### config.mk
export PLATFORM = sky130hd
export DESIGN_NAME = classSelect
export DESIGN_NICKNAME = d
export VERILOG_FILES = /design/src/rtl/mlpPkg.sv /design/src/rtl/classSelect.sv
export VERILOG_INCLUDE_DIRS = /design/src /design/src/include
export SDC_FILE = /design/constraint.sdc
export NUM_CORES = 1
export LEC_CHECK = 0
export ABC_AREA = 1
export BUFFER_PORTS_ARGS = -buffer_cell sky130_fd_sc_hd__buf_2
export CAP_MARGIN = 10
export CELL_PAD_IN_SITES_DETAIL_PLACEMENT = 1
export CELL_PAD_IN_SITES_GLOBAL_PLACEMENT = 1
export CORE_MARGIN = 2
export CORE_UTILIZATION = 33
export CTS_CLUSTER_DIAMETER = 40
export DETAILED_ROUTE_END_ITERATION = 10
export PLACE_DENSITY = 0.88
export SLEW_MARGIN = 20
export SYNTH_ARGS = -nofsm -noshare
export SYNTH_HDL_FRONTEND = slang
export SYNTH_SLANG_ARGS = --single-unit
### constraint.sdc
create_clock -name clk -period 4.6 [get_ports clk]
set_input_delay 0.92 -clock clk [delete_from_list [all_inputs] [get_ports clk]]
set_output_delay 0.92 -clock clk [all_outputs]
set_load 0.05 [all_outputs]
### src/include/mlp_config.svh
`ifndef MLP_CONFIG_SVH
`define MLP_CONFIG_SVH

// Activations and weights share one width.
`define ACT_WIDTH 8

// Largest value a neuron may produce.
`define ACT_MAX ((1 << (`ACT_WIDTH - 1)) - 1)

`define BIAS_WIDTH 16

// Full width of one activation times weight product.
`define PROD_WIDTH (2 * `ACT_WIDTH)

// Neuron accumulator, wide enough for fifteen products plus the bias.
`define ACC_WIDTH 23

// Sum is rescaled by this shift, the bit below it rounds.
`define FRAC_SHIFT 6

// Any set bit from here up to the sign forces saturation.
`define SAT_LIMIT_BIT 13

// Layer sizes.
`define NUM_INPUTS 15
`define NUM_HIDDEN 8
`define NUM_CLASSES 4

// Enough bits to name every class.
`define CLASS_IDX_WIDTH 2

`endif

### src/rtl/mlpPkg.sv
`include "mlp_config.svh"

package mlpPkg;

	typedef logic signed [`ACT_WIDTH-1:0] activation_t;
	typedef logic signed [`ACT_WIDTH-1:0] weight_t;
	typedef logic signed [`BIAS_WIDTH-1:0] bias_t;

	// Element i of a vector is activation i.
	typedef activation_t [`NUM_INPUTS-1:0] inputVec_t;
	typedef activation_t [`NUM_HIDDEN-1:0] hiddenVec_t;
	typedef activation_t [`NUM_CLASSES-1:0] scoreVec_t;

	typedef logic [`CLASS_IDX_WIDTH-1:0] classIdx_t;

	// Row n is hidden neuron n, column i weighs feature i.
	parameter weight_t [0:`NUM_HIDDEN-1][0:`NUM_INPUTS-1] HIDDEN_WEIGHTS = '{
		'{-8'sd20,  8'sd10,  8'sd0,   8'sd50,  8'sd18, -8'sd4,   8'sd42,  8'sd30,
		  -8'sd6,  -8'sd26,  8'sd26,  8'sd18, -8'sd58,  8'sd8,   8'sd12},
		'{ 8'sd14, -8'sd32,  8'sd27,  8'sd5,  -8'sd11,  8'sd40, -8'sd9,   8'sd22,
		   8'sd35, -8'sd17,  8'sd3,  -8'sd45,  8'sd19,  8'sd28, -8'sd6},
		'{ 8'sd33,  8'sd7,  -8'sd24, -8'sd15,  8'sd46,  8'sd12,  8'sd20, -8'sd38,
		   8'sd9,   8'sd16, -8'sd27,  8'sd31, -8'sd4,  -8'sd13,  8'sd25},
		'{-8'sd8,   8'sd29,  8'sd41, -8'sd36,  8'sd2,   8'sd23, -8'sd19,  8'sd11,
		  -8'sd44,  8'sd37,  8'sd15, -8'sd7,   8'sd26, -8'sd21,  8'sd34},
		'{ 8'sd21, -8'sd13,  8'sd6,   8'sd39, -8'sd28, -8'sd5,   8'sd30,  8'sd17,
		   8'sd24, -8'sd9,  -8'sd40,  8'sd13,  8'sd36,  8'sd10, -8'sd18},
		'{-8'sd35,  8'sd18,  8'sd12,  8'sd7,   8'sd44, -8'sd22, -8'sd3,   8'sd27,
		  -8'sd16,  8'sd31,  8'sd20, -8'sd29,  8'sd5,   8'sd38,  8'sd9},
		'{ 8'sd16,  8'sd25, -8'sd41,  8'sd22, -8'sd7,   8'sd34,  8'sd11, -8'sd20,
		   8'sd28,  8'sd6,   8'sd43,  8'sd14, -8'sd33, -8'sd2,   8'sd19},
		'{ 8'sd4,  -8'sd26,  8'sd37, -8'sd12,  8'sd30,  8'sd9,  -8'sd45,  8'sd15,
		   8'sd21,  8'sd40, -8'sd10,  8'sd24,  8'sd17, -8'sd31,  8'sd3}
	};

	// A bias of 64 adds one unit to the rescaled result.
	parameter bias_t [0:`NUM_HIDDEN-1] HIDDEN_BIAS = '{
		-16'sd512,
		16'sd640,
		16'sd256,
		-16'sd128,
		16'sd384,
		16'sd0,
		16'sd832,
		-16'sd320
	};

	// Row n is class n, column j weighs hidden neuron j.
	parameter weight_t [0:`NUM_CLASSES-1][0:`NUM_HIDDEN-1] OUTPUT_WEIGHTS = '{
		'{ 8'sd22, -8'sd15,  8'sd31,  8'sd8,  -8'sd27,  8'sd19,  8'sd12, -8'sd6},
		'{-8'sd18,  8'sd26,  8'sd7,  -8'sd33,  8'sd14,  8'sd29, -8'sd9,   8'sd21},
		'{ 8'sd35,  8'sd4,  -8'sd21,  8'sd17,  8'sd10, -8'sd12,  8'sd28, -8'sd24},
		'{-8'sd5,   8'sd30,  8'sd16,  8'sd11, -8'sd30,  8'sd23, -8'sd14,  8'sd27}
	};

	parameter bias_t [0:`NUM_CLASSES-1] OUTPUT_BIAS = '{
		-16'sd200,
		16'sd150,
		-16'sd400,
		16'sd64
	};

endpackage

### src/rtl/classSelect.sv
`timescale 1ns/1ps
`include "mlp_config.svh"

module classSelect
	import mlpPkg::*;
(
	input logic clk,
	input logic reset,
	input scoreVec_t scores,
	output classIdx_t classIndex
);

	classIdx_t bestIdx;
	activation_t bestScore;

	// Strict compare keeps the lowest index on a tie.
	always_comb
	begin
		bestIdx = '0;
		bestScore = scores[0];
		for (int i = 1; i < `NUM_CLASSES; i++)
		begin
			if (scores[i] > bestScore)
			begin
				bestIdx = classIdx_t'(i);
				bestScore = scores[i];
			end
		end
	end

	always_ff @(posedge clk)
	begin
		if (reset)
		begin
			classIndex <= '0;
		end
		else
		begin
			classIndex <= bestIdx;
		end
	end

	// Winner must be at least as large as every other score of the cycle before.
	for (genvar w = 0; w < `NUM_CLASSES; w++)
	begin : gWinner
		for (genvar k = 0; k < `NUM_CLASSES; k++)
		begin : gOther
			if (k != w)
			begin : gCheck
				winnerNotSmaller: assert property (
					@(posedge clk) disable iff (reset)
					(!$past(reset) && classIndex == classIdx_t'(w))
						|-> ($past(scores[w]) >= $past(scores[k]))
				)
				else
					$error("class %0d won but class %0d scored higher", w, k);
			end
		end
	end

endmodule

Word level (Yosys, flattened, before mapping)
Cells that the tools add are included.
{ "op_classes": {"n_addsub": 0, "n_mul": 0, "div_mod_pow": 0, "magnitude_cmp": 3, "n_eq_ne": 0, "n_shift": 0, "muxes": 5, "bitwise_logic": 0, "reduce_logical": 0} }
{ "ops": {"columns": ["cell", "count"], "rows": [
  ["greater-than comparator 8 bit", 3],
  ["2-to-1 mux 8 bit", 2],
  ["2-to-1 mux 2 bit", 2],
  ["2-to-1 mux 1 bit", 1]
]} }
{ "totals": {"reg_bits": 2, "latch_bits": 0, "ramBits": 0, "romBits": 0, "input_bits": 34, "word_cells": 9, "memories": 0} }

Depth between registers and ports, before layout
{ "logic_depth": {"word_depth": 6, "mapped_depth": 35, "ltp_nobuf": 34} }

Worst setup path before layout
Ideal clock, no wire load.
{ "synth_path": {"kind": "input port to flip-flop", "from": "input scores[7] (netlist name)", "to": "register classIndex[0]", "setup_time_ns": 0.070, "arrival_time_ns": 4.095, "required_time_ns": 4.530, "slack_ns": 0.435, "cell_stages": 29, "cell_sequence": "inv_1 > ha_1 > a21o_1 > nor2_4 > nand3_2 > nand3_4 > nand2_1 > and2_1 > ha_1 > nand2_1 > inv_1 > nand2_1 > nand2_1 > nand2_1 > nand2_1 > nand2_1 > nand3_2 > buf_4 > nand3_1 > nand2_1 > ha_1 > nand2_1 > nor2_1 > o21ai_0 > o211ai_1 > nand2_1 > nand2_1 > nand2_1 > a21oi_1"} }
{ "synth_between": {"elab_chain_len": 6, "word_cells_on_any_way": 8, "cone_classes": "3 x order compare; 5 x mux"} }
{ "synth_rtl": {"columns": ["element", "line", "text"], "rows": [
  ["start, declared", "classSelect.sv:9", "input scoreVec_t scores,"],
  ["greater-than comparator 8 bit", "classSelect.sv:23", "if (scores[i] > bestScore)"],
  ["2-to-1 mux 8 bit", "classSelect.sv:23", null],
  ["greater-than comparator 8 bit", "classSelect.sv:23", null],
  ["2-to-1 mux 8 bit", "classSelect.sv:23", null],
  ["greater-than comparator 8 bit", "classSelect.sv:23", null],
  ["2-to-1 mux 2 bit *", "classSelect.sv:23", null],
  ["end signal, assigned", "classSelect.sv:39", "classIndex <= bestIdx;"],
  ["end, declared", "classSelect.sv:10", "output classIdx_t classIndex"]
]} }
Every way passes the cells marked *; elsewhere a longest branch is shown, timed or not.
A chain may end at the register's enable or synchronous reset.

Worst setup path after layout
{ "layout_path": {"from": "input scores[5] (netlist name)", "to": "register classIndex[1]"} }
{ "layout_between": {"elab_chain_len": 6, "word_cells_on_any_way": 7, "cone_classes": "3 x order compare; 4 x mux"} }
{ "layout_rtl": {"columns": ["element", "line"], "rows": [
  ["greater-than comparator 8 bit", "classSelect.sv:23"],
  ["2-to-1 mux 8 bit *", "classSelect.sv:23"],
  ["greater-than comparator 8 bit", "classSelect.sv:23"],
  ["2-to-1 mux 8 bit", "classSelect.sv:23"],
  ["greater-than comparator 8 bit", "classSelect.sv:23"],
  ["2-to-1 mux 2 bit *", "classSelect.sv:23"]
]} }
Marks and branches as above.

==> results.cfg <==
[global_routing]
busiest_layer = met2
use_met3_pct = 1.10
grt.met1_usage_pct = 20.0
grt_antenna_before_repair = 0
grt_pass1_wl_um = 4910
grt_usage_pct = 17.8
grt_max_degree = 12
overflow = 0
use_met2_pct = 36.1
first_global_vias = 1270

[die]
die_w_um = 58.7
die_area_um2 = 3450
core_um2 = 2810
num_rows = 19
io_pins = 36
initial_core_util_pct = 35.2
dieHeight_um = 58.7

[timing]
fin_crit_ns = 4.27
fmax_mhz = 234
min_period_over_period_pct = 92.9
finalHoldViolations = 0
setup_slack_ns = 0.329
slew_headroom_pct = 83.1
worstMarginPinSlew_ns = 0.256
setup_tns_ns = 0
setup_viol = 0
finalMaxSlewViolations = 0

[route]
drt-wirelength-per-cell_um = 12.3
via_count = 1203
routed_via_density = 5.08
wirelength_um = 2920
drtAntennaViolNets = 0
drtIter0Drc = 13
drt_pass1_iterations = 7
drc = 2

[power]
ir_drop_mv = 0.0914
power.total_uw = 336
p_leak_nw = 0.805
power_density_nw_per_um2 = 245

[synthesis]
syn-num-nets = 214
postSynthAreaPerCell_um2 = 6.33
ys_seq_area_share_pct = 4.06
netlist.area_leader.share_pct = 30.4
ys_types = 24
synth_area_leader_cell = ha_1
yosysWarnings = 0
syn_area_um2 = 987
ys_seq_elements = 2
synth_area_leaders = ha_1 (30%), nand2_1 (16%), inv_1 (8.4%)
synth_cells = 156

[worst_setup_path]
critPathKind = in2reg
cp_slowest_cell = ha_1
cp.arrival_ns = 4.37
worst-endpoint-required_ns = 4.70
cpPeakStageDelay_ns = 0.31
critPathMaxFanout = 8
worstSetupEndpointType = flop
crit_top_cell = nand2_1
crit_start = scores[5]
worst_setup_path_start_kind = input port

[final_layout]
drive_gt1_share_pct = 36.4
synthToLayoutAreaGrowth_pct = 38.5
top_register = classIndex
largest_reg_flops = 2
top_regs = classIndex (2)
num_antenna_cells = 0
fin_nets = 266
stdcell_area_um2 = 1370
fin_util_pct = 48.8

[clocking]
cts_root_buf = clkbuf_4
cts_buffer_depth = 2
numCtsBuffers = 3
h-tree-depth = 1
path_clk_slew_ns = 0.03
cts_tree = yes
clock-sinks = 2

[place]
placed_area_um2 = 1280
dpl.hpwl_um = 2550
place_ws_ns = -0.0407
globalplace.congestion = 0.833
numPortBuffers = 35

[job]
maxCapViolCount = 0

[hold_path]
hp-class = in2reg
hold_start = reset

[status]
violations = DRC
status = finished with violations
power breakdown:
part | switching (mW) | total [mW] | internal, mW
logic | 0.155 | 0.276 | 0.120
clock network | 0.00879 | 0.0375 | 0.0287
registers | 0.000848 | 0.0225 | 0.0216
total | 0.165 | 0.336 | 0.171
logic make-up after synthesis:
logic type / share of synthesized area [%]
AOI/OAI and AO/OA: 7.22
adders and majority gates: 30.4
buffers and inverters: 9.13
DFF: 4.06
and+or+nand+nor: 49.2
critical path, delay by kind of cell:
kind | cells | cell delay, ns
fa+ha+maj | 3 | 0.79
buf+inv | 3 | 0.29
simple gates | 22 | 2.00
compound gates | 4 | 0.39
final timing paths:
check,end,slack (ns),cells past startpoint
worst min-delay path,classIndex[0],0.90,2
worst max-delay path,classIndex[1],0.33,32
cells in the mapped netlist:
cell      number
nand2_2        2
nand4_2        1
and2_1         8
nand3_4        1
nor2_4         1
buf_4          1
o21ai_0        1
nor2_2         1
nand2_1       41
a21o_1         1
ha_1          24
a31oi_1        1
dfxtp_1        2
a21oi_1        9
or2_0          1
nor2_1         8
nand3_1        9
nor3b_1        1
or2_2          7
nand3_2        2
and3_1         1
o211ai_1       1
inv_1         22
nand4_1       10
metrics by stage:
step	hold slack, ns	std cells
4_1_cts	0.884	236
6_report	0.896	237
3_5_place_dp	1.12	233
3_3_place_gp	1.11	233
5_1_grt	0.894	237
2_1_floorplan	0.989	156
timing repair:
item | 4_1_cts | 5_1_grt
resized for setup | 0 | 14
setup buffers | 0 | 0
hold buffers | 0 | 0
endpoints found under the setup margin | 0 | 2
final cells by class:
cell class / count / area (um2)
Inverter: 22 / 82.6
Tap cell: 31 / 38.8
Sequential cell: 2 / 40.0
Timing Repair Buffer: 47 / 269
Fill cell: 399 / 1440
Multi-Input combinational cell: 132 / 915
Clock buffer: 3 / 22.5
metal layers:
metal  vias to the layer above  share of wire [%]
li1                        626                  -
met1                       555                 42
met2                        20                 55
met3                         2                2.8
met4                         0               0.34
met5                         -                  0
cell usage in the layout (no fill, tap or decap), drive strengths merged:
master / n
buf: 47
nand2: 44
ha: 24
inv: 22
nand3: 12
nand4: 11
nor2: 10
a21oi: 9
and2: 8
or2: 8
clkbuf: 3
dfxtp: 2
a21o: 1
o21ai: 1
o211ai: 1
nor3b: 1
and3: 1
a31oi: 1
Power figures use the tool's default switching activity.
